--- src/design/plic_reg_pkg.sv ---
// word accesses only; offsets follow the standard plic layout for a single context
package plic_reg_pkg;

    ////////////////////////////////////////////////////////////////////////////
    // register port
    ////////////////////////////////////////////////////////////////////////////

    localparam int unsigned REG_ADDR_WIDTH = 26; // same as the plic slave window
    localparam int unsigned REG_DATA_WIDTH = 32;

    // priority and threshold share one encoding, 0 = never interrupts
    typedef logic [2:0] prio_t;

    ////////////////////////////////////////////////////////////////////////////
    // register map, byte offsets inside the plic window
    ////////////////////////////////////////////////////////////////////////////

    // one priority word per source, source n at PRIO_BASE + 4*n
    localparam logic [REG_ADDR_WIDTH-1:0] PRIO_BASE      = 26'h000_0000;

    // pending bits, read only
    localparam logic [REG_ADDR_WIDTH-1:0] PENDING_ADDR   = 26'h000_1000;

    // enable bits of context 0
    localparam logic [REG_ADDR_WIDTH-1:0] ENABLE_ADDR    = 26'h000_2000;

    // priority threshold of context 0
    localparam logic [REG_ADDR_WIDTH-1:0] THRESHOLD_ADDR = 26'h020_0000;

    // read = claim, write = complete
    localparam logic [REG_ADDR_WIDTH-1:0] CLAIM_ADDR     = 26'h020_0004;

    // everything else in the window reads as zero

endpackage : plic_reg_pkg

--- src/design/soc_irq_pkg.sv ---
// one core target and five plic sources; widening the source count also needs a wider src_id_t
package soc_irq_pkg;

    ////////////////////////////////////////////////////////////////////////////
    // source map
    ////////////////////////////////////////////////////////////////////////////

    localparam int unsigned PERIPH_IRQ_NUM = 4;                  // lines out of the peripheral bus
    localparam int unsigned NUM_SRC        = PERIPH_IRQ_NUM + 1; // plus reserved source 0

    // source numbers as seen in the plic registers
    localparam int unsigned SRC_GPIO   = 1; // gpio_in
    localparam int unsigned SRC_TIMER0 = 2;
    localparam int unsigned SRC_TIMER1 = 3;
    localparam int unsigned SRC_UART   = 4;

    // sources that may ever request, bit 0 stays out
    localparam logic [NUM_SRC-1:0] SRC_VALID_MASK = {{(NUM_SRC-1){1'b1}}, 1'b0};

    // wide enough for ids 0..NUM_SRC-1
    typedef logic [2:0] src_id_t;

    ////////////////////////////////////////////////////////////////////////////
    // core interrupt line
    ////////////////////////////////////////////////////////////////////////////

    localparam int unsigned IRQ_LINE_WIDTH = 32; // irq_i of the core socket

    // machine external interrupt position, per the risc-v mip layout
    localparam int unsigned EXT_IRQ_BIT = 11;

    // all other bits of the line are tied to zero at the top

endpackage : soc_irq_pkg

--- src/design/plic_gateway.sv ---
// level sources only, one request in flight per source; source 0 never requests
`timescale 1ns/100ps

module plic_gateway
    import soc_irq_pkg::*;
(
    input  logic               clk_i,
    input  logic               rst_i,
    input  logic [NUM_SRC-1:0] src_i,         // raw levels, bit 0 reserved
    input  logic               complete_i,    // complete strobe from target
    input  src_id_t            complete_id_i, // id being completed
    output logic [NUM_SRC-1:0] req_set_o      // single pulse per new request
);

    logic [NUM_SRC-1:0] src_q;  // levels sampled on the clock
    logic [NUM_SRC-1:0] open_q; // 1 = gateway listens to its level
    logic [NUM_SRC-1:0] reopen; // decoded complete
    logic [NUM_SRC-1:0] req_d;

    ////////////////////////////////////////////////////////////////////////////
    // complete decode
    ////////////////////////////////////////////////////////////////////////////

    always_comb begin
        for (int i = 0; i < NUM_SRC; i++) begin
            reopen[i] = complete_i && (complete_id_i == src_id_t'(i));
        end
    end

    // open and high -> request now, close until complete
    assign req_d = src_q & open_q & SRC_VALID_MASK;

    ////////////////////////////////////////////////////////////////////////////
    // gateway state
    ////////////////////////////////////////////////////////////////////////////

    always_ff @(posedge clk_i) begin
        if (rst_i) begin
            src_q     <= '0;
            open_q    <= '1; // all gateways open
            req_set_o <= '0;
        end else begin
            src_q     <= src_i;                   // request goes out one edge later
            req_set_o <= req_d;                   // pulse, pending store holds it
            open_q    <= (open_q & ~req_d) | reopen;
        end
    end

    // one pulse per request, a closed gateway waits for its complete
    // no matter how long the level stays high
    for (genvar i = 1; i < NUM_SRC; i++) begin : g_chk
        a_no_req_closed : assert property (
            @(posedge clk_i) disable iff (rst_i)
            (req_set_o[i] && !$past(reopen[i])) |=> !req_set_o[i]
        ) else $error("gateway %0d requested while closed", i);
    end

endmodule : plic_gateway

--- src/design/plic_pending.sv ---
// pending store for one target; a set wins over a claim on the same bit
`timescale 1ns/100ps

module plic_pending
    import soc_irq_pkg::*;
(
    input  logic               clk_i,
    input  logic               rst_i,
    input  logic [NUM_SRC-1:0] req_set_i,  // request pulses from gateway
    input  logic               claim_i,    // claim strobe from target
    input  src_id_t            claim_id_i, // winner at claim time, 0 = none
    output logic [NUM_SRC-1:0] pending_o
);

    logic [NUM_SRC-1:0] pending_q;
    logic [NUM_SRC-1:0] clr;

    // one-hot clear of the claimed id
    always_comb begin
        for (int i = 0; i < NUM_SRC; i++) begin
            clr[i] = claim_i && (claim_id_i == src_id_t'(i));
        end
    end

    ////////////////////////////////////////////////////////////////////////////
    // pending register
    ////////////////////////////////////////////////////////////////////////////

    always_ff @(posedge clk_i) begin
        if (rst_i) begin
            pending_q <= '0;
        end else begin
            pending_q <= (pending_q & ~clr) | req_set_i;
        end
    end

    assign pending_o = pending_q; // level to the arbiter

    // reserved source never shows up
    a_src0_clear : assert property (@(posedge clk_i) disable iff (rst_i) !pending_q[0])
        else $error("pending bit 0 set");

    // target only claims what it saw pending
    a_claim_pending : assert property (
        @(posedge clk_i) disable iff (rst_i)
        (claim_i && claim_id_i != '0) |-> pending_q[claim_id_i]
    ) else $error("claim of non-pending id %0d", claim_id_i);

endmodule : plic_pending

--- src/design/plic_target.sv ---
// single context; reads and writes are one-cycle strobes, no wait states, word aligned
`timescale 1ns/100ps

module plic_target
    import soc_irq_pkg::*;
    import plic_reg_pkg::*;
(
    input  logic                      clk_i,
    input  logic                      rst_i,
    input  logic                      reg_we_i,    // write strobe
    input  logic                      reg_re_i,    // read strobe
    input  logic [REG_ADDR_WIDTH-1:0] reg_addr_i,
    input  logic [REG_DATA_WIDTH-1:0] reg_wdata_i,
    output logic [REG_DATA_WIDTH-1:0] reg_rdata_o, // valid after the read edge
    input  logic [NUM_SRC-1:0]        pending_i,   // from pending store
    output logic                      claim_o,     // claim strobe
    output src_id_t                   claim_id_o,
    output logic                      complete_o,  // complete strobe to gateway
    output src_id_t                   complete_id_o,
    output logic                      ext_irq_o    // to the core line
);

    localparam int unsigned ID_W = $bits(src_id_t);

    prio_t              prio_q [NUM_SRC]; // entry 0 hardwired to 0
    logic [NUM_SRC-1:0] enable_q;
    prio_t              threshold_q;
    logic               ext_irq_q;

    logic [REG_ADDR_WIDTH-1:0] prio_off;
    logic                      prio_hit;
    src_id_t                   prio_idx;
    logic                      claim_hit;

    src_id_t                   win_id;
    prio_t                     win_prio;
    logic [REG_DATA_WIDTH-1:0] rdata_d;

    ////////////////////////////////////////////////////////////////////////////
    // address decode
    ////////////////////////////////////////////////////////////////////////////

    assign prio_off = reg_addr_i - PRIO_BASE;
    assign prio_idx = prio_off[ID_W+1:2]; // word index = source id
    assign prio_hit = (prio_off[1:0] == 2'b00) &&
                      (prio_off[REG_ADDR_WIDTH-1:2] < NUM_SRC);
    assign claim_hit = (reg_addr_i == CLAIM_ADDR);

    ////////////////////////////////////////////////////////////////////////////
    // arbitration
    ////////////////////////////////////////////////////////////////////////////

    // strictly greater: threshold is the floor, lower id keeps a tie
    always_comb begin
        win_id   = '0;
        win_prio = threshold_q;
        for (int i = 1; i < NUM_SRC; i++) begin
            if (pending_i[i] && enable_q[i] && (prio_q[i] > win_prio)) begin
                win_id   = src_id_t'(i);
                win_prio = prio_q[i];
            end
        end
    end

    // claim and complete go out on the access cycle itself
    assign claim_o       = reg_re_i && claim_hit;
    assign claim_id_o    = win_id;                      // 0 when nothing qualifies
    assign complete_o    = reg_we_i && claim_hit;
    assign complete_id_o = src_id_t'(reg_wdata_i[ID_W-1:0]);

    ////////////////////////////////////////////////////////////////////////////
    // config registers
    ////////////////////////////////////////////////////////////////////////////

    always_ff @(posedge clk_i) begin
        if (rst_i) begin
            prio_q      <= '{default: '0};
            enable_q    <= '0;
            threshold_q <= '0;
        end else if (reg_we_i) begin
            if (prio_hit && prio_idx != '0) begin // source 0 read only
                prio_q[prio_idx] <= prio_t'(reg_wdata_i[$bits(prio_t)-1:0]);
            end
            if (reg_addr_i == ENABLE_ADDR) begin
                enable_q <= reg_wdata_i[NUM_SRC-1:0] & SRC_VALID_MASK;
            end
            if (reg_addr_i == THRESHOLD_ADDR) begin
                threshold_q <= prio_t'(reg_wdata_i[$bits(prio_t)-1:0]);
            end
            // pending and unmapped writes fall through
        end
    end

    ////////////////////////////////////////////////////////////////////////////
    // read mux
    ////////////////////////////////////////////////////////////////////////////

    always_comb begin
        rdata_d = '0; // unmapped reads as zero
        if (prio_hit) begin
            rdata_d = REG_DATA_WIDTH'(prio_q[prio_idx]);
        end else if (reg_addr_i == PENDING_ADDR) begin
            rdata_d = REG_DATA_WIDTH'(pending_i);
        end else if (reg_addr_i == ENABLE_ADDR) begin
            rdata_d = REG_DATA_WIDTH'(enable_q);
        end else if (reg_addr_i == THRESHOLD_ADDR) begin
            rdata_d = REG_DATA_WIDTH'(threshold_q);
        end else if (claim_hit) begin
            rdata_d = REG_DATA_WIDTH'(win_id); // same id the store clears
        end
    end

    // holds until the next read
    always_ff @(posedge clk_i) begin
        if (reg_re_i) begin
            reg_rdata_o <= rdata_d;
        end
    end

    // registered request, one edge behind pending
    always_ff @(posedge clk_i) begin
        if (rst_i) begin
            ext_irq_q <= 1'b0;
        end else begin
            ext_irq_q <= (win_id != '0);
        end
    end

    assign ext_irq_o = ext_irq_q;

    // nothing can beat a maxed-out threshold
    a_thr_max_quiet : assert property (
        @(posedge clk_i) disable iff (rst_i)
        (threshold_q == '1) |=> !ext_irq_o
    ) else $error("ext_irq raised with threshold at max");

endmodule : plic_target

--- src/design/soc_irq_top.sv ---
// single clock domain; peripheral levels must already be synchronous to clk_i
`timescale 1ns/100ps

module soc_irq_top
    import soc_irq_pkg::*;
    import plic_reg_pkg::*;
(
    input  logic                      clk_i,
    input  logic                      rst_i,
    input  logic [PERIPH_IRQ_NUM-1:0] periph_irq_i, // gpio, tmr0, tmr1, uart
    input  logic                      reg_we_i,
    input  logic                      reg_re_i,
    input  logic [REG_ADDR_WIDTH-1:0] reg_addr_i,
    input  logic [REG_DATA_WIDTH-1:0] reg_wdata_i,
    output logic [REG_DATA_WIDTH-1:0] reg_rdata_o,
    output logic [IRQ_LINE_WIDTH-1:0] irq_line_o    // core irq_i
);

    logic [NUM_SRC-1:0] src_line; // plic view, bit 0 reserved
    logic [NUM_SRC-1:0] req_set;  // gateway -> pending
    logic [NUM_SRC-1:0] pending;  // pending -> target
    logic               claim;
    src_id_t            claim_id;
    logic               complete;
    src_id_t            complete_id;
    logic               ext_irq;

    ////////////////////////////////////////////////////////////////////////////
    // source mapping
    ////////////////////////////////////////////////////////////////////////////

    assign src_line[0]          = 1'b0; // reserved
    assign src_line[SRC_GPIO]   = periph_irq_i[SRC_GPIO-1];
    assign src_line[SRC_TIMER0] = periph_irq_i[SRC_TIMER0-1];
    assign src_line[SRC_TIMER1] = periph_irq_i[SRC_TIMER1-1];
    assign src_line[SRC_UART]   = periph_irq_i[SRC_UART-1];

    plic_gateway gateway_u (
        .clk_i, .rst_i,
        .src_i         ( src_line    ),
        .complete_i    ( complete    ),
        .complete_id_i ( complete_id ),
        .req_set_o     ( req_set     )
    );

    plic_pending pending_u (
        .clk_i, .rst_i,
        .req_set_i  ( req_set  ),
        .claim_i    ( claim    ),
        .claim_id_i ( claim_id ),
        .pending_o  ( pending  )
    );

    plic_target target_u (
        .clk_i, .rst_i,
        .reg_we_i, .reg_re_i, .reg_addr_i, .reg_wdata_i, .reg_rdata_o,
        .pending_i     ( pending     ),
        .claim_o       ( claim       ),
        .claim_id_o    ( claim_id    ),
        .complete_o    ( complete    ),
        .complete_id_o ( complete_id ),
        .ext_irq_o     ( ext_irq     )
    );

    // only the external interrupt bit is wired
    always_comb begin
        irq_line_o              = '0;
        irq_line_o[EXT_IRQ_BIT] = ext_irq;
    end

endmodule : soc_irq_top

--- config.mk ---
export PLATFORM = sky130hd
export DESIGN_NAME = soc_irq_top
export DESIGN_NICKNAME = d
export VERILOG_FILES = /design/src/design/plic_reg_pkg.sv /design/src/design/soc_irq_pkg.sv /design/src/design/plic_gateway.sv /design/src/design/plic_pending.sv /design/src/design/plic_target.sv /design/src/design/soc_irq_top.sv
export SDC_FILE = /design/constraint.sdc
export NUM_CORES = 1
export LEC_CHECK = 0
export ABC_AREA = 1
export ABC_CLOCK_PERIOD_IN_PS = 8500
export BUFFER_PORTS_ARGS = -buffer_cell sky130_fd_sc_hd__buf_2
export CAP_MARGIN = 10
export CORE_ASPECT_RATIO = 2
export CORE_MARGIN = 1
export CORE_UTILIZATION = 30
export CTS_CLUSTER_SIZE = 14
export DETAILED_ROUTE_END_ITERATION = 10
export GPL_ROUTABILITY_DRIVEN = 0
export PLACE_DENSITY = 0.53
export SLEW_MARGIN = 30
export SYNTH_ARGS = -nofsm -noshare
export SYNTH_HDL_FRONTEND = slang
export SYNTH_HIERARCHICAL = 1
export SYNTH_SLANG_ARGS = --single-unit
--- constraint.sdc ---
create_clock -name clk_i -period 8.5 [get_ports clk_i]
set_input_delay 1.275 -clock clk_i [delete_from_list [all_inputs] [get_ports clk_i]]
set_output_delay 1.275 -clock clk_i [all_outputs]
set_load 0.03 [all_outputs]
; After elaboration in Yosys (flattened, before gate mapping)
; Index checks and enable logic that the tools add are counted.
[classes]
n_lt_le_gt_ge = 7
eq_ne = 12
muxes = 18
bitwise = 8
reduce_logical = 32
[ops]
columns = cell, count
row1 = "== test 26 x 22 -> 1 bit, second input constant", 2
row2 = two-way mux 3 bit, 11
row3 = "== test 26 x 13 -> 1 bit, second input constant", 1
row4 = "== test 26 x 14 -> 1 bit, second input constant", 1
row5 = "less-than comparator 24 x 3 -> 1 bit, second input constant", 1
row6 = logical AND 1 bit, 23
row7 = AND 5 bit, 3
row8 = bitwise mux 15 bit, 1
row9 = two-way mux 5 bit, 3
row10 = "== test 3 x 2 -> 1 bit, second input constant", 4
row11 = > comparator 3 bit, 4
row12 = inverter 5 bit, 2
row13 = OR 5 bit, 2
row14 = binary-select mux 3 bit (select 3 bit), 1
row15 = demux 3 bit (select 3 bit), 1
row16 = "== test 3 x 1 -> 1 bit, second input constant", 2
row17 = "== test 3 bit, second input constant", 2
row18 = zero test 3 bit, 2
row19 = AND reduction 2 bit, 3
row20 = nonzero test 3 bit, 2
row21 = ">= comparator 4 bit, second input constant", 1
row22 = "less-than comparator 4 x 1 -> 1 bit, second input constant", 1
row23 = inverter 3 -> 4 bit, 1
row24 = OR reduction 4 bit, 1
row25 = 2 further kinds, 2
[word_totals]
ff_bits = 75
in_bits = 66
wordCells = 94

; Logic depth before layout (Yosys ltp)
[depth]
depth_word = 17
mapped_depth = 34
ltp_nobuf = 34

; Modules after synthesis
; Netlist, hierarchy kept.
[modules_own_cells]
columns = mod, instances, cells_each, area_per_inst_um2
row1 = plic_target, 1, 316, 2178.3
row2 = plic_gateway, 1, 58, 444.2
row3 = soc_irq_top, 1, 33, 244.0
row4 = plic_pending, 1, 35, 221.5

; Worst setup path after synthesis
; No wires, ideal clock.
[synth_path]
path_kind = register to register
startpoint = register target_u.threshold_q[2]
endpoint = register pending_u.pending_q[1], in the netlist pending_u/pending_o[1]
setup_ns = 0.116
t_arrival_ns = 4.245
path_slack_ns = 4.140
stages_incl_launch_ff = 34
n_path_buf = 0
cell_sequence = dfxtp_1 -> inv_1 -> ha_1 -> nand3_1 -> nand2_1 -> inv_1 -> nand2_1 -> o21ai_0 -> ha_1 -> o21ai_0 -> nand3_1 -> nand3_1 -> nand2_1 -> nand3_1 -> o21ai_0 -> ha_1 -> nand2_1 -> o21ai_0 -> nand4_1 -> nand2_1 -> o21ai_0 -> ha_1 -> nand2_1 -> nor2_1 -> a211oi_1 -> a31oi_1 -> nand3_1 -> inv_1 -> a21oi_1 -> inv_1 -> nor2_1 -> nand2_1 -> nand2_1 -> a21oi_1
[synth_between]
elab_chain_len = 17
elab_cells_between_ends = 20
classes_between = order compare: 4 / eq/ne: 1 / mux: 7 / bitwise: 3 / reduce/logical: 5
[synth_rtl]
columns = item, line_no
row1 = start: declaration, plic_target.sv:27  ; prio_t threshold_q;
row2 = start signal: assignment, plic_target.sv:88  ; threshold_q <= prio_t'(reg_wdata_i[$bits(prio_t)-1:0]);
row3 = > comparator 3 bit, plic_target.sv:58  ; if (pending_i[i] && enable_q[i] && (prio_q[i] > win_prio)) begin
row4 = logical AND 1 bit, plic_target.sv:58
row5 = two-way mux 3 bit (*), plic_target.sv:58
row6 = > comparator 3 bit, plic_target.sv:58
row7 = logical AND 1 bit, plic_target.sv:58
row8 = two-way mux 3 bit (*), plic_target.sv:58
row9 = > comparator 3 bit, plic_target.sv:58
row10 = logical AND 1 bit, plic_target.sv:58
row11 = [... 2 more ...], -
row12 = logical AND 1 bit, plic_target.sv:58
row13 = two-way mux 3 bit (*), plic_target.sv:58
row14 = via claim_id[2], soc_irq_top.sv:23  ; src_id_t claim_id;
row15 = == test 3 x 1 -> 1 bit (*), plic_pending.sv:21  ; clr[i] = claim_i && (claim_id_i == src_id_t'(i));
row16 = logical AND 1 bit (*), plic_pending.sv:21
row17 = inverter 5 bit (*), plic_pending.sv:33  ; pending_q <= (pending_q & ~clr) | req_set_i;
row18 = AND 5 bit (*), plic_pending.sv:33
row19 = OR 5 bit (*), plic_pending.sv:33
row20 = end signal: assignment, plic_pending.sv:33
row21 = end: declaration, plic_pending.sv:15  ; logic [NUM_SRC-1:0] pending_q;
; Mark *: on every way through the listed nets, which the timed path passes. The rest lies on a longest branch.
; A chain may end at the register's enable or synchronous reset.

; Worst setup path in the final report
[layout_path]
startpoint = register target_u.threshold_q[2]
endpoint = register pending_u.pending_q[4], in the netlist pending_u/pending_o[4]
[layout_between]
elab_chain_len = 17
elab_cells_between_ends = 20
classes_between = order compare: 4 / eq/ne: 1 / mux: 7 / bitwise: 3 / reduce/logical: 5
[layout_rtl]
columns = item, line_no
row1 = > comparator 3 bit, plic_target.sv:58
row2 = logical AND 1 bit, plic_target.sv:58
row3 = two-way mux 3 bit (*), plic_target.sv:58
row4 = > comparator 3 bit, plic_target.sv:58
row5 = logical AND 1 bit, plic_target.sv:58
row6 = two-way mux 3 bit (*), plic_target.sv:58
row7 = > comparator 3 bit, plic_target.sv:58
row8 = logical AND 1 bit, plic_target.sv:58
row9 = [... 2 more ...], -
row10 = logical AND 1 bit, plic_target.sv:58
row11 = two-way mux 3 bit (*), plic_target.sv:58
row12 = via claim_id[2], soc_irq_top.sv:23
row13 = == test 3 bit (*), plic_pending.sv:21
row14 = logical AND 1 bit (*), plic_pending.sv:21
row15 = inverter 5 bit (*), plic_pending.sv:33
row16 = AND 5 bit (*), plic_pending.sv:33
row17 = OR 5 bit (*), plic_pending.sv:33
; Marked as above.

==> load_flow_metrics.sql <==
INSERT INTO impl_metrics (metric_group, metric, value, unit) VALUES
('finish', 'final_core_util', '33.1', '%'),
('sta', 'min_period_over_period', '62.5', '%'),
('synth', 'per_instance_average_area_after_synthesis', '6.99', 'um2'),
('clock_network', 'cts_setup_buffers', '0', ''),
('floorplan', 'start_util', '30.6', '%'),
('critical_path', 'critical_path.max_fanout', '9', ''),
('finish', 'layout.cells.most_common', 'nand2_1', ''),
('sta', 'fin_skew', '0.00575', 'ns'),
('floorplan', 'die_area', '10700', 'um2'),
('sta', 'fin_crit', '5.31', 'ns'),
('clock_network', 'cts_hold_buf', '0', ''),
('clock_network', 'tritoncts_clock_tree', 'yes', ''),
('floorplan', 'die_height', '145', 'um'),
('sta', 'fmaxAchievable', '188', 'MHz'),
('clock_network', 'htree_num_levels', '2', ''),
('clock_network', 'cts-resized-gates', '0', ''),
('sta', 'worstMarginPinSlew', '0.539', 'ns'),
('power_and_ir_drop', 'ir_worst_vdd', '83.9', 'uV'),
('synth', 'ys_ff_latch', '45', ''),
('floorplan', 'ioPinCount', '130', ''),
('finish', 'synthToLayoutAreaGrowth', '8.23', '%'),
('route', 'detail_route.wl_per_cell', '11.1', 'um'),
('power_and_ir_drop', 'power_density', '154', 'nW/um2'),
('clock_network', 'clock-root-buffer', 'clkbuf_16', ''),
('grt', 'gr_util_all_layers', '13.9', '%'),
('route', 'drt_first_iter_violations', '115', ''),
('floorplan', 'placeableCoreArea', '10100', 'um2'),
('floorplan', 'floorplan_die_width', '73.7', 'um'),
('critical_path', 'critPathSlowestCell', 'dfxtp_1', ''),
('sta', 'timing.max_slew.rel_slack', '64.1', '%'),
('grt', 'grt_overflow', '0', ''),
('route', 'routed_wl', '6870', 'um'),
('sta', 'finalMaxSlewViolations', '0', ''),
('finish', 'fraction_of_layout_cells_with_a_size_suffix_above_1', '14.1', '%'),
('placement', 'detailed_place_hpwl', '5630', 'um'),
('finish', 'nets', '558', ''),
('sta', 'finalHoldViolations', '0', ''),
('critical_path', 'critical-path-top-cell-by-count', 'nand2_1', ''),
('synth', 'synth-warning-count', '6', ''),
('critical_path', 'kind_of_capture_point_of_the_worst_setup_path', 'flop', ''),
('placement', 'place.port_buffers', '44', ''),
('floorplan', 'rows', '52', ''),
('clock_network', 'total_clock_buffers_created_by_cts', '5', ''),
('synth', 'synth_cells', '442', ''),
('synth', 'share_of_the_yosys_chip_area_belonging_to_registers', '30.8', '%'),
('power_and_ir_drop', 'power.static_leakage', '1.69', 'nW'),
('grt', 'antenna_found_initial', '0', ''),
('route', 'drc', '0', ''),
('finish', 'commonest_non_fill_non_tap_cells_in_the_layout', 'nand2_1 (86), inv_1 (70), nor2_1 (64)', ''),
('clock_network', 'worst_skew_pair.late_latency', '0.29', 'ns'),
('grt', 'grt_start_max_net_pins', '29', ''),
('sta', 'finalSetupTns', '0', 'ns'),
('route', 'route.detailed.vias_per_inst', '4.19', ''),
('finish', 'num-fill-cells', '1078', ''),
('critical_path', 'worstSetupPathType', 'reg -> reg', ''),
('finish', 'antenna_cells', '0', ''),
('synth', 'post_synth_cell_types', '37', ''),
('critical_path', 'critPathRequiredTime', '8.66', 'ns'),
('grt', 'first_global_vias', '2470', ''),
('clock_network', 'clk_path_buf_depth', '2', ''),
('route', 'routed_via_count', '2590', ''),
('clock_network', 'cts_num_sinks', '45', ''),
('outcome', 'run_status', 'completed', ''),
('route', 'dr.pass1.iters', '4', ''),
('sta', 'setup_viol', '0', ''),
('critical_path', 'critPathLaunchType', 'flop', ''),
('grt', 'grt_pass1_wl', '11200', 'um'),
('sta', 'grt_setup_unrepaired', 'false', ''),
('hold_path', 'hold_path_class', 'reg -> reg', ''),
('critical_path', 'worst_ep_arrival_time', '5.48', 'ns'),
('synth', 'synth.cell_area', '3090', 'um2'),
('flow_run', 'timing.max_cap.violations', '0', ''),
('critical_path', 'slowest_delay', '0.35', 'ns'),
('clock_network', 'worst_setup_hold_path_clk_slew', '0.07', 'ns'),
('route', 'postRouteAntennaNets', '0', '');
==> synth_stat cells (all sizes together) <==
cell type  instances  area (um2)
nand2             87         329
inv               72         270
nor2              70         297
buf               65         495
dfxtp             40         801
o21ai             21         105
a21oi             20         108
nand3             14        70.1
ha                10         125
a211oi             8        60.1
nand4              6        97.6
edfxtp             5         150
nor4               4        40.0
conb               3        11.3
o221ai             3        26.3
a221oi             2        17.5
and2               2        12.5
clkbuf             2        17.5
a21o               1        8.76
a22oi              1        7.51
a31oi              1        6.26
nor3               1        5.00
o21bai             1        7.51
o22ai              1        6.26
o31ai              1        7.51
or2                1        6.26
==> worst max-delay path, delay by kind of cell (launching register included) <==
kind | cells | cell delay [ns]
simple gates | 16 | 1.84
compound gates | 9 | 1.35
fa+ha+maj | 4 | 1.25
buf+inv | 3 | 0.39
flops | 1 | 0.35
==> per-layer routing <==
metal	routed length, um	track usage (%)
met5	0	0
met2	3860	27.2
met1	2410	12.7
met3	293	2.22
met4	301	7.88
==> report_power, final <==
group	total [mW]	switching [mW]	internal, mW
logic	0.0670	0.0550	0.0119
clock network	0.227	0.0873	0.139
registers	0.222	0.00257	0.220
==> flip-flops by register name, indices dropped and copies added (netlist names) <==
| name | flops |
|---|---|
| gateway_u/open_q | 4 |
| gateway_u/req_set_o | 4 |
| gateway_u/src_q | 4 |
| pending_u/pending_o | 5 |
| target_u/enable_q | 4 |
| target_u/ext_irq_o | 1 |
| target_u/prio_q | 15 |
| target_u/reg_rdata_o | 5 |
| target_u/threshold_q | 3 |
==> cell families after synthesis <==
family | synth area share [%]
AND/OR/NAND/NOR | 27.8
buffers and inverters | 25.4
AO/OA/AOI/OAI | 11.7
flip-flops | 30.8
adder cells (fa/ha/maj) | 4.05
other | 0.365
==> final cells by class <==
class,count,area (um2),area share (%)
flip-flops and latches,45,951,28.5
clock inverters,2,38.8,1.16
clock buffers,6,129,3.86
repair buffers,44,220,6.59
multi-input cells,314,1560,46.8
inverters,72,270,8.09
well taps,135,169,5.05
==> through the flow <==
stage	cells	hold WS, ns	total power, mW	setup WS (ns)	cell area, um2
floorplan	498	0.409	0.301	4.14	3300
global placement	610	0.416	0.293	3.32	3170
detailed placement	610	0.419	0.294	3.21	3170
CTS	618	0.429	0.519	3.18	3340
global route	618	0.433	0.536	2.50	3340
finish	618	0.425	0.516	3.19	3340
==> path summary, 6_finish.rpt <==
path | start | endpoint | slack, ns | cells past startpoint
setup / recovery | target_u/threshold_q[2] | pending_u/pending_o[4] | 3.19 | 32
hold / removal | gateway_u/open_q[1] | gateway_u/req_set_o[1] | 0.42 | 2
setup reg to reg | target_u/threshold_q[2] | pending_u/pending_o[4] | 3.19 | 32
hold reg to reg | gateway_u/open_q[1] | gateway_u/req_set_o[1] | 0.42 | 2
(Power assumes the default switching activity.)
